**src/rtl/trigger_pkg.sv**
```systemverilog
// Trigger system shared definitions
`default_nettype none

package trigger_pkg;

    // ----------------------------------------------------------------------
    // sizes
    // ----------------------------------------------------------------------
    localparam int NUM_CHAN    = 5;  // channel FPGAs in the crate
    localparam int TRIG_NUM_W  = 24; // trigger / event number
    localparam int TRIG_TYPE_W = 5;  // muon fill, laser, pedestal ...
    localparam int TIMESTAMP_W = 44; // ttc_clk cycles
    localparam int DELAY_W     = 8;  // trigger delay setting
    localparam int FIFO_DEPTH  = 16; // power of two, entries per event FIFO
    localparam int FIFO_PTR_W  = $clog2(FIFO_DEPTH);

    // numbering starts at 1, also after a channel B number reset
    localparam logic [TRIG_NUM_W-1:0] FIRST_TRIG_NUM = 1;

    // ----------------------------------------------------------------------
    // records
    // ----------------------------------------------------------------------
    typedef logic [NUM_CHAN-1:0] chan_mask_t; // one bit per channel

    // trigger FIFO entry, 73 bits
    typedef struct packed {
        logic [TIMESTAMP_W-1:0] timestamp;
        logic [TRIG_NUM_W-1:0]  trig_num;
        logic [TRIG_TYPE_W-1:0] trig_type;
    } trig_info_t;

    // acquisition FIFO entry, 29 bits
    typedef struct packed {
        logic [TRIG_NUM_W-1:0]  trig_num;
        logic [TRIG_TYPE_W-1:0] trig_type;
    } acq_event_t;

    // handed to the command manager, 97 bits
    typedef struct packed {
        logic [TRIG_NUM_W-1:0]  event_num;
        logic [TRIG_NUM_W-1:0]  trig_num;
        logic [TRIG_TYPE_W-1:0] trig_type;
        logic [TIMESTAMP_W-1:0] timestamp;
    } readout_info_t;

endpackage

`default_nettype wire

```
**src/rtl/channel_acq_controller.sv**
```systemverilog
// Channel acquisition controller
`timescale 1ns/1ps
`default_nettype none

module channel_acq_controller (
    input  wire                               ttc_clk,
    input  wire                               rst,
    input  wire trigger_pkg::chan_mask_t      chan_en,    // enabled channels
    input  wire [trigger_pkg::DELAY_W-1:0]    trig_delay, // cycles before channel trigger
    input  wire                               acq_trigger,
    input  wire trigger_pkg::acq_event_t      acq_event,
    input  wire trigger_pkg::chan_mask_t      chan_dones,
    input  wire                               fifo_full,  // acquisition FIFO
    output logic                              acq_ready,
    output trigger_pkg::chan_mask_t           chan_enable,
    output trigger_pkg::chan_mask_t           chan_trig,
    output logic                              fifo_push,
    output trigger_pkg::acq_event_t           fifo_data
);

    typedef enum logic [1:0] {
        IDLE,
        DELAY,
        WAIT_DONE,
        LOG
    } state_t;

    state_t                          state;
    logic [trigger_pkg::DELAY_W-1:0] delay_cnt;
    trigger_pkg::chan_mask_t         mask;      // chan_en at trigger time
    trigger_pkg::chan_mask_t         done_seen; // dones collected so far
    trigger_pkg::chan_mask_t         done_all;
    trigger_pkg::acq_event_t         event_q;
    logic                            fire;

    assign fire     = (state == DELAY) && (delay_cnt == '0); // trig_delay + 1 after acq_trigger
    assign done_all = done_seen | chan_dones;

    // ----------------------------------------------------------------------
    // FSM
    // ----------------------------------------------------------------------
    always_ff @(posedge ttc_clk) begin
        if (rst) begin
            state <= IDLE;
        end else begin
            case (state)
                IDLE:      if (acq_trigger) state <= DELAY;
                DELAY:     if (delay_cnt == '0) state <= WAIT_DONE;
                WAIT_DONE: if ((done_all & mask) == mask) state <= LOG;
                LOG:       if (!fifo_full) state <= IDLE; // hold until room
                default:   state <= IDLE;
            endcase
        end
    end

    // ----------------------------------------------------------------------
    // datapath
    // ----------------------------------------------------------------------
    always_ff @(posedge ttc_clk) begin
        if (state == IDLE && acq_trigger) begin
            mask      <= chan_en;
            event_q   <= acq_event;
            delay_cnt <= trig_delay;
        end else if (state == DELAY && delay_cnt != '0) begin
            delay_cnt <= delay_cnt - 1'b1;
        end
    end

    // dones accumulate only while waiting, start clean each event
    always_ff @(posedge ttc_clk) begin
        if (state == WAIT_DONE) begin
            done_seen <= done_all;
        end else begin
            done_seen <= '0;
        end
    end

    // ----------------------------------------------------------------------
    // outputs
    // ----------------------------------------------------------------------
    assign fifo_push = (state == LOG) && !fifo_full;
    assign fifo_data = event_q;
    assign acq_ready = (state == IDLE) || fifo_push; // rises with the push
    assign chan_trig = fire ? mask : '0;

    // held from the trigger pulse until the event is logged
    assign chan_enable = (fire || state == WAIT_DONE || (state == LOG && fifo_full)) ?
                         mask : '0;

endmodule

`default_nettype wire

```
**src/rtl/event_fifo.sv**
```systemverilog
// Show-ahead event FIFO
`timescale 1ns/1ps
`default_nettype none

module event_fifo #(
    parameter int WIDTH = 32
) (
    input  wire               ttc_clk,
    input  wire               rst,
    input  wire               push,
    input  wire [WIDTH-1:0]   push_data,
    input  wire               pop,
    output logic              full,
    output logic [WIDTH-1:0]  pop_data, // oldest entry while not empty
    output logic              empty
);

    logic [WIDTH-1:0]                   mem [trigger_pkg::FIFO_DEPTH];
    logic [trigger_pkg::FIFO_PTR_W-1:0] wr_ptr;
    logic [trigger_pkg::FIFO_PTR_W-1:0] rd_ptr;
    logic [trigger_pkg::FIFO_PTR_W:0]   count; // occupancy, one extra bit
    logic                               do_push;
    logic                               do_pop;

    assign do_push = push & ~full;
    assign do_pop  = pop & ~empty;

    always_ff @(posedge ttc_clk) begin
        if (do_push) begin
            mem[wr_ptr] <= push_data;
        end
    end

    always_ff @(posedge ttc_clk) begin
        if (rst) begin
            wr_ptr <= '0;
            rd_ptr <= '0;
            count  <= '0;
        end else begin
            if (do_push) wr_ptr <= wr_ptr + 1'b1; // wraps, depth is 2^n
            if (do_pop)  rd_ptr <= rd_ptr + 1'b1;
            case ({do_push, do_pop})
                2'b10:   count <= count + 1'b1;
                2'b01:   count <= count - 1'b1;
                default: count <= count;
            endcase
        end
    end

    assign full     = count[trigger_pkg::FIFO_PTR_W]; // count == FIFO_DEPTH
    assign empty    = (count == '0);
    assign pop_data = mem[rd_ptr];

endmodule

`default_nettype wire

```
**src/rtl/trigger_processor.sv**
```systemverilog
// Trigger processor
`timescale 1ns/1ps
`default_nettype none

module trigger_processor (
    input  wire                               ttc_clk,
    input  wire                               rst,
    input  wire                               trig_empty,
    input  wire trigger_pkg::trig_info_t      trig_data,
    input  wire                               acq_empty,
    input  wire trigger_pkg::acq_event_t      acq_data,
    input  wire                               readout_done, // ack from command manager
    output logic                              trig_pop,
    output logic                              acq_pop,
    output logic                              initiate_readout, // req
    output trigger_pkg::readout_info_t        readout,
    output logic                              error_trig_num,  // sticky
    output logic                              error_trig_type  // sticky
);

    typedef enum logic [1:0] {
        IDLE,    // wait for an entry in both FIFOs
        REQ,     // req high, wait for ack
        RELEASE  // req low, wait for ack low
    } state_t;

    state_t                             state;
    logic [trigger_pkg::TRIG_NUM_W-1:0] event_cnt;
    logic                               pop;

    assign pop = (state == IDLE) && !trig_empty && !acq_empty;

    // ----------------------------------------------------------------------
    // four-phase sequencing
    // ----------------------------------------------------------------------
    always_ff @(posedge ttc_clk) begin
        if (rst) begin
            state <= IDLE;
        end else begin
            case (state)
                IDLE:    if (pop) state <= REQ;
                REQ:     if (readout_done) state <= RELEASE;
                RELEASE: if (!readout_done) state <= IDLE; // readout finished
                default: state <= IDLE;
            endcase
        end
    end

    // ----------------------------------------------------------------------
    // pairing and checks
    // ----------------------------------------------------------------------
    always_ff @(posedge ttc_clk) begin
        if (rst) begin
            event_cnt       <= trigger_pkg::FIRST_TRIG_NUM;
            error_trig_num  <= 1'b0;
            error_trig_type <= 1'b0;
        end else if (pop) begin
            event_cnt <= event_cnt + 1'b1;
            if (trig_data.trig_num != acq_data.trig_num) begin
                error_trig_num <= 1'b1;
            end
            if (trig_data.trig_type != acq_data.trig_type) begin
                error_trig_type <= 1'b1;
            end
        end
    end

    // stays stable through REQ and RELEASE
    always_ff @(posedge ttc_clk) begin
        if (pop) begin
            readout.event_num <= event_cnt;
            readout.trig_num  <= trig_data.trig_num;
            readout.trig_type <= trig_data.trig_type;
            readout.timestamp <= trig_data.timestamp;
        end
    end

    assign trig_pop         = pop; // both FIFOs pop together
    assign acq_pop          = pop;
    assign initiate_readout = (state == REQ);

endmodule

`default_nettype wire

```
**src/rtl/trigger_top.sv**
```systemverilog
// Trigger manager top level
`timescale 1ns/1ps
`default_nettype none

module trigger_top (
    input  wire                                 ttc_clk, // 40 MHz
    input  wire                                 rst,
    input  wire                                 rst_trigger_num,       // TTC channel B
    input  wire                                 rst_trigger_timestamp, // TTC channel B
    // trigger interface
    input  wire                                 ttc_trigger,
    input  wire [trigger_pkg::TRIG_TYPE_W-1:0]  trig_type,
    input  wire trigger_pkg::chan_mask_t        chan_en,
    input  wire [trigger_pkg::DELAY_W-1:0]      trig_delay,
    // channel interface
    input  wire trigger_pkg::chan_mask_t        chan_dones,
    output wire trigger_pkg::chan_mask_t        chan_enable,
    output wire trigger_pkg::chan_mask_t        chan_trig,
    // command manager interface
    input  wire                                 readout_done,
    output wire                                 initiate_readout,
    output wire trigger_pkg::readout_info_t     readout,
    // status
    output wire                                 trig_fifo_full,
    output wire                                 acq_fifo_full,
    output wire                                 error_trig_rate,
    output wire                                 error_trig_num,
    output wire                                 error_trig_type
);

    // ----------------------------------------------------------------------
    // internal connections
    // ----------------------------------------------------------------------
    logic                    acq_ready;
    logic                    acq_trigger;
    trigger_pkg::acq_event_t acq_event;

    logic                    trig_push;       // receiver -> trigger FIFO
    trigger_pkg::trig_info_t trig_push_data;
    logic                    trig_pop;        // trigger FIFO -> processor
    trigger_pkg::trig_info_t trig_pop_data;
    logic                    trig_empty;

    logic                    acq_push;        // controller -> acq FIFO
    trigger_pkg::acq_event_t acq_push_data;
    logic                    acq_pop;         // acq FIFO -> processor
    trigger_pkg::acq_event_t acq_pop_data;
    logic                    acq_empty;

    // ----------------------------------------------------------------------
    // instances
    // ----------------------------------------------------------------------
    ttc_trigger_receiver ttc_trigger_receiver (
        .ttc_clk               (ttc_clk),
        .rst                   (rst),
        .rst_trigger_num       (rst_trigger_num),
        .rst_trigger_timestamp (rst_trigger_timestamp),
        .ttc_trigger           (ttc_trigger),
        .trig_type             (trig_type),
        .acq_ready             (acq_ready),
        .fifo_full             (trig_fifo_full),
        .acq_trigger           (acq_trigger),
        .acq_event             (acq_event),
        .fifo_push             (trig_push),
        .fifo_data             (trig_push_data),
        .error_trig_rate       (error_trig_rate)
    );

    channel_acq_controller channel_acq_controller (
        .ttc_clk     (ttc_clk),
        .rst         (rst),
        .chan_en     (chan_en),
        .trig_delay  (trig_delay),
        .acq_trigger (acq_trigger),
        .acq_event   (acq_event),
        .chan_dones  (chan_dones),
        .fifo_full   (acq_fifo_full),
        .acq_ready   (acq_ready),
        .chan_enable (chan_enable),
        .chan_trig   (chan_trig),
        .fifo_push   (acq_push),
        .fifo_data   (acq_push_data)
    );

    // timestamp, trigger number and type of every accepted trigger
    event_fifo #(
        .WIDTH ($bits(trigger_pkg::trig_info_t))
    ) ttc_trigger_fifo (
        .ttc_clk   (ttc_clk),
        .rst       (rst),
        .push      (trig_push),
        .push_data (trig_push_data),
        .pop       (trig_pop),
        .full      (trig_fifo_full),
        .pop_data  (trig_pop_data),
        .empty     (trig_empty)
    );

    // trigger number and type of every acquired event
    event_fifo #(
        .WIDTH ($bits(trigger_pkg::acq_event_t))
    ) acq_event_fifo (
        .ttc_clk   (ttc_clk),
        .rst       (rst),
        .push      (acq_push),
        .push_data (acq_push_data),
        .pop       (acq_pop),
        .full      (acq_fifo_full),
        .pop_data  (acq_pop_data),
        .empty     (acq_empty)
    );

    trigger_processor trigger_processor (
        .ttc_clk          (ttc_clk),
        .rst              (rst),
        .trig_empty       (trig_empty),
        .trig_data        (trig_pop_data),
        .acq_empty        (acq_empty),
        .acq_data         (acq_pop_data),
        .readout_done     (readout_done),
        .trig_pop         (trig_pop),
        .acq_pop          (acq_pop),
        .initiate_readout (initiate_readout),
        .readout          (readout),
        .error_trig_num   (error_trig_num),
        .error_trig_type  (error_trig_type)
    );

endmodule

`default_nettype wire

```
**src/rtl/ttc_trigger_receiver.sv**
```systemverilog
// TTC trigger receiver
`timescale 1ns/1ps
`default_nettype none

module ttc_trigger_receiver (
    input  wire                                 ttc_clk,               // 40 MHz TTC clock
    input  wire                                 rst,
    input  wire                                 rst_trigger_num,       // TTC channel B
    input  wire                                 rst_trigger_timestamp, // TTC channel B
    input  wire                                 ttc_trigger,
    input  wire [trigger_pkg::TRIG_TYPE_W-1:0]  trig_type,
    input  wire                                 acq_ready,  // controller idle
    input  wire                                 fifo_full,  // trigger FIFO
    output logic                                acq_trigger,
    output trigger_pkg::acq_event_t             acq_event,
    output logic                                fifo_push,
    output trigger_pkg::trig_info_t             fifo_data,
    output logic                                error_trig_rate // sticky
);

    logic [trigger_pkg::TIMESTAMP_W-1:0] ts_cnt;       // free running
    logic [trigger_pkg::TRIG_NUM_W-1:0]  trig_num_cnt; // next number to hand out
    logic                                accept;
    logic                                accept_q;
    trigger_pkg::trig_info_t             trig_rec;     // capture of the accepted trigger

    // busy also while the previous acceptance is still on its way out
    assign accept = ttc_trigger & acq_ready & ~fifo_full & ~accept_q;

    // ----------------------------------------------------------------------
    // counters
    // ----------------------------------------------------------------------
    always_ff @(posedge ttc_clk) begin
        if (rst || rst_trigger_timestamp) begin
            ts_cnt <= '0;
        end else begin
            ts_cnt <= ts_cnt + 1'b1;
        end
    end

    always_ff @(posedge ttc_clk) begin
        if (rst || rst_trigger_num) begin
            trig_num_cnt <= trigger_pkg::FIRST_TRIG_NUM;
        end else if (accept) begin
            trig_num_cnt <= trig_num_cnt + 1'b1; // rejected triggers leave no gap
        end
    end

    // ----------------------------------------------------------------------
    // capture and error
    // ----------------------------------------------------------------------
    always_ff @(posedge ttc_clk) begin
        if (accept) begin
            trig_rec.timestamp <= ts_cnt; // value of the sampling cycle
            trig_rec.trig_num  <= trig_num_cnt;
            trig_rec.trig_type <= trig_type;
        end
    end

    always_ff @(posedge ttc_clk) begin
        if (rst) begin
            accept_q        <= 1'b0;
            error_trig_rate <= 1'b0;
        end else begin
            accept_q <= accept;
            if (ttc_trigger && !accept) begin
                error_trig_rate <= 1'b1; // trigger came while busy or FIFO full
            end
        end
    end

    // one pulse drives both the controller and the trigger FIFO
    assign acq_trigger = accept_q;
    assign fifo_push   = accept_q;
    assign fifo_data   = trig_rec;

    assign acq_event.trig_num  = trig_rec.trig_num;
    assign acq_event.trig_type = trig_rec.trig_type;

endmodule

`default_nettype wire

```
**config.mk**
```make
export PLATFORM = sky130hd
export DESIGN_NAME = trigger_top
export DESIGN_NICKNAME = d
export VERILOG_FILES = /design/src/rtl/trigger_pkg.sv /design/src/rtl/channel_acq_controller.sv /design/src/rtl/event_fifo.sv /design/src/rtl/trigger_processor.sv /design/src/rtl/trigger_top.sv /design/src/rtl/ttc_trigger_receiver.sv
export SDC_FILE = /design/constraint.sdc
export NUM_CORES = 2
export LEC_CHECK = 0
export BUFFER_PORTS_ARGS = -buffer_cell sky130_fd_sc_hd__buf_2
export CORE_ASPECT_RATIO = 2
export CORE_MARGIN = 3
export CORE_UTILIZATION = 60
export DETAILED_ROUTE_END_ITERATION = 8
export GPL_TIMING_DRIVEN = 0
export HOLD_SLACK_MARGIN = 0.1
export PLACE_DENSITY = 0.86
export SYNTH_ARGS = -nofsm -noshare
export SYNTH_HDL_FRONTEND = slang
export SYNTH_HIERARCHICAL = 1
export SYNTH_SLANG_ARGS = --single-unit
```
**constraint.sdc**
```tcl
create_clock -name ttc_clk -period 8.4 [get_ports ttc_clk]
set_input_delay 1.26 -clock ttc_clk [delete_from_list [all_inputs] [get_ports ttc_clk]]
set_output_delay 1.26 -clock ttc_clk [all_outputs]
set_load 0.05 [all_outputs]
```
==> out/qor.csv <==
metric,value,unit
status,"complete, but fails checks",
violations,"max-capacitance violations, max-slew violations",
postRouteAntennaNets,0,
setup_violations,0,
place_ws,2320,ps
fin_util,68.7,%
fin_crit,6290,ps
relSlewSlack,-8.78,%
gp_congestion,0.832,
synth_ff_type,edfxtp_1,
grt_use_total,32.9,%
clockRootBuffer,clkbuf_16,
grt_antenna_before_repair,4,
gr-total-overflow,0,
dpl.hpwl,127000,um
skew,25.7,ps
cp.required,9110,ps
clk_path_buf_depth,3,
tightestPinTransition,1620,ps
instances_no_fill,5556,
vdd_drop_max,0.187,mV
core-area,124000,sq um
num_vias,39556,
final_hold_viol_count,0,
via_per_inst,7.12,
die_w,256,um
end_kind,register,
syn2layout_area_growth,13.2,%
synth_cells,3367,
yosysMostFrequentCell,edfxtp_1,
rsz0062_at_grt,false,
dieArea,130000,sq um
wire_per_inst,37.8,um
numClockSinks,1983,
hold_path_class,reg -> reg,
port_buffers,141,
power,20400,uW
rrSetupSlack,2110,ps
drive_above_1_share,29.4,%
post_cts_buffers,0,
drv_cap,1,
async_flop_share,0,%
yosysSeqAreaShare,77.5,%
die_y,506,um
fmax,159,MHz
yosysTopAreaCell,edfxtp_1,
p_sw_share,22.4,%
postCtsHoldBufs,0,
rows,182,
grt_max_degree,48,
cts_tree,yes,
htreeDepth,4,
p_clk_share,36.9,%
clk_latency,800,ps
synth_top_area_share,73.8,%
post_cts_resized,0,
ys_warn_count,6,
ys_types,69,
power_frac_seq,58.3,%
cellPowerDensity,241,nW/um^2
min_period_over_period,74.9,%
drc_errors,0,
avgSynthCellArea,22.3,sq um
synth_edf_count,1844,
drt-initial-drc-count,5695,
internal_power,15900,uW
switchingPower,4590,uW
comb_power_share,4.8,%
syn_area,75000,sq um
drt_wl_total,210000,um
start_util,60.7,%
cp_max_fo,47,
maxSlewViolCount,7,
dr.pass1.iters,6,
crit_type,reg -> reg,
fillers,6657,
synthesis.nets,3422,
numCtsBuffers,153,
grt_pass1_vias,41096,
p_leak,0.0263,uW
dp_cells,5274,
ys_ff_latch,1983,
cp.arrival,7000,ps
synthTopCellsByCount,"1,844 x edfxtp_1, 510 x mux4_2, 139 x dfxtp_1",
ys_top_cells_by_area,"edfxtp_1 74%, mux4_2 15%, dfxtp_1 3.7%",
startpoint_type,register,
cts.clk_slew.worst_paths,80,ps
fin_nets,3828,
ios,142,
worst_slack,2110,ps
grt_pass1_wl,299000,um
-- worst max-delay path, stage by stage, from the launching register on --
cell and delay [ps]:
dfxtp_1 310, clkbuf_1 190, or4_1 590, nor2_1 920
or4_4 280, buf_6 150, clkinv_8 70, clkbuf_4 380
buf_16 320, buf_16 220, buf_4 260, o21a_1 290
ha_1 320, clkbuf_1 210, xor2_1 190, ha_1 230
a21bo_2 220, a41oi_1 170, a311oi_1 90, or4_1 490
a21oi_1 160
-- power groups by stage --
stage	combinational, uW	clock (uW)	sequential [uW]
2_1_floorplan	535	0	12000
3_3_place_gp	812	0	12100
3_5_place_dp	929	0	12100
4_1_cts	960	7580	11900
5_1_grt	1020	7880	12000
6_report	975	7550	11900
-- through the flow --
step,TNS [ps],area [sq um],hold WS [ps]
after floorplan,0,75000,417
after global placement,-1527490,77800,431
after detailed placement,0,79900,435
after CTS,0,85000,447
after global routing,0,85000,476
final,0,85000,443
-- logic make-up after synthesis --
logic type	share of synthesized area [%]
XOR/XNOR	1.27
flip-flops	77.5
AO/OA/AOI/OAI	0.937
adder cells (fa/ha/maj)	0.434
multiplexers	15.4
AND/OR/NAND/NOR	2.92
buffers and inverters	1.54
-- worst paths after layout --
| kind | cells after the start | end | from |
|---|---|---|---|
| max | 20 | ttc_trigger_fifo/count[4] | acq_event_fifo/count[1] |
| min | 2 | trigger_processor/error_trig_type | trigger_processor/error_trig_type |
| max reg2reg | 20 | ttc_trigger_fifo/count[4] | acq_event_fifo/count[1] |
| min reg2reg | 2 | trigger_processor/error_trig_type | trigger_processor/error_trig_type |
-- flip-flops by register name, summed over array words and instances (netlist names), 5 cells and up, named ones only --
name and flops:
ttc_trigger_fifo/mem 1168, acq_event_fifo/mem 464, trigger_processor/readout 97, ttc_trigger_receiver/fifo_data 44, ttc_trigger_receiver/ts_cnt 44, channel_acq_controller/fifo_data 29
ttc_trigger_receiver/acq_event 29, trigger_processor/event_cnt 24, ttc_trigger_receiver/trig_num_cnt 24, channel_acq_controller/delay_cnt 8, acq_event_fifo/count 5, channel_acq_controller/done_seen 5
channel_acq_controller/mask 5, ttc_trigger_fifo/count 5
-- cell usage in the layout, fill, tap and decap left out, types with 39 or more instances in the layout --
master,count
xnor2_1,53
buf_4,58
xor2_1,56
clkbuf_16,161
buf_2,158
nor2_1,105
buf_6,58
edfxtp_1,1844
nand2_1,68
nand3_1,39
a21oi_1,41
dfxtp_1,139
clkbuf_1,96
buf_12,43
mux4_2,510
-- cell type report --
class / instances / area, sq um / share of cell area [%]
diodes: 1 / 2.50 / 0.00295
plain buffers: 181 / 1070 / 1.26
clock buffers: 202 / 4310 / 5.08
clock inverters: 79 / 766 / 0.901
inverters: 21 / 91.3 / 0.108
multi-input cells: 1182 / 15900 / 18.8
flip-flops and latches: 1983 / 58200 / 68.5
well taps: 1656 / 2070 / 2.44
repair buffers: 251 / 2540 / 2.99
-- per-layer routing --
| metal | vias up | wire [um] | global-route usage, % |
|---|---|---|---|
| li1 | 14768 | - | - |
| met1 | 20007 | 59900 | 36.0 |
| met2 | 3636 | 111000 | 57.9 |
| met3 | 1143 | 20000 | 5.83 |
| met4 | 2 | 19400 | 23.7 |
| met5 | - | 13 | 0 |
(Power assumes the default switching activity.)
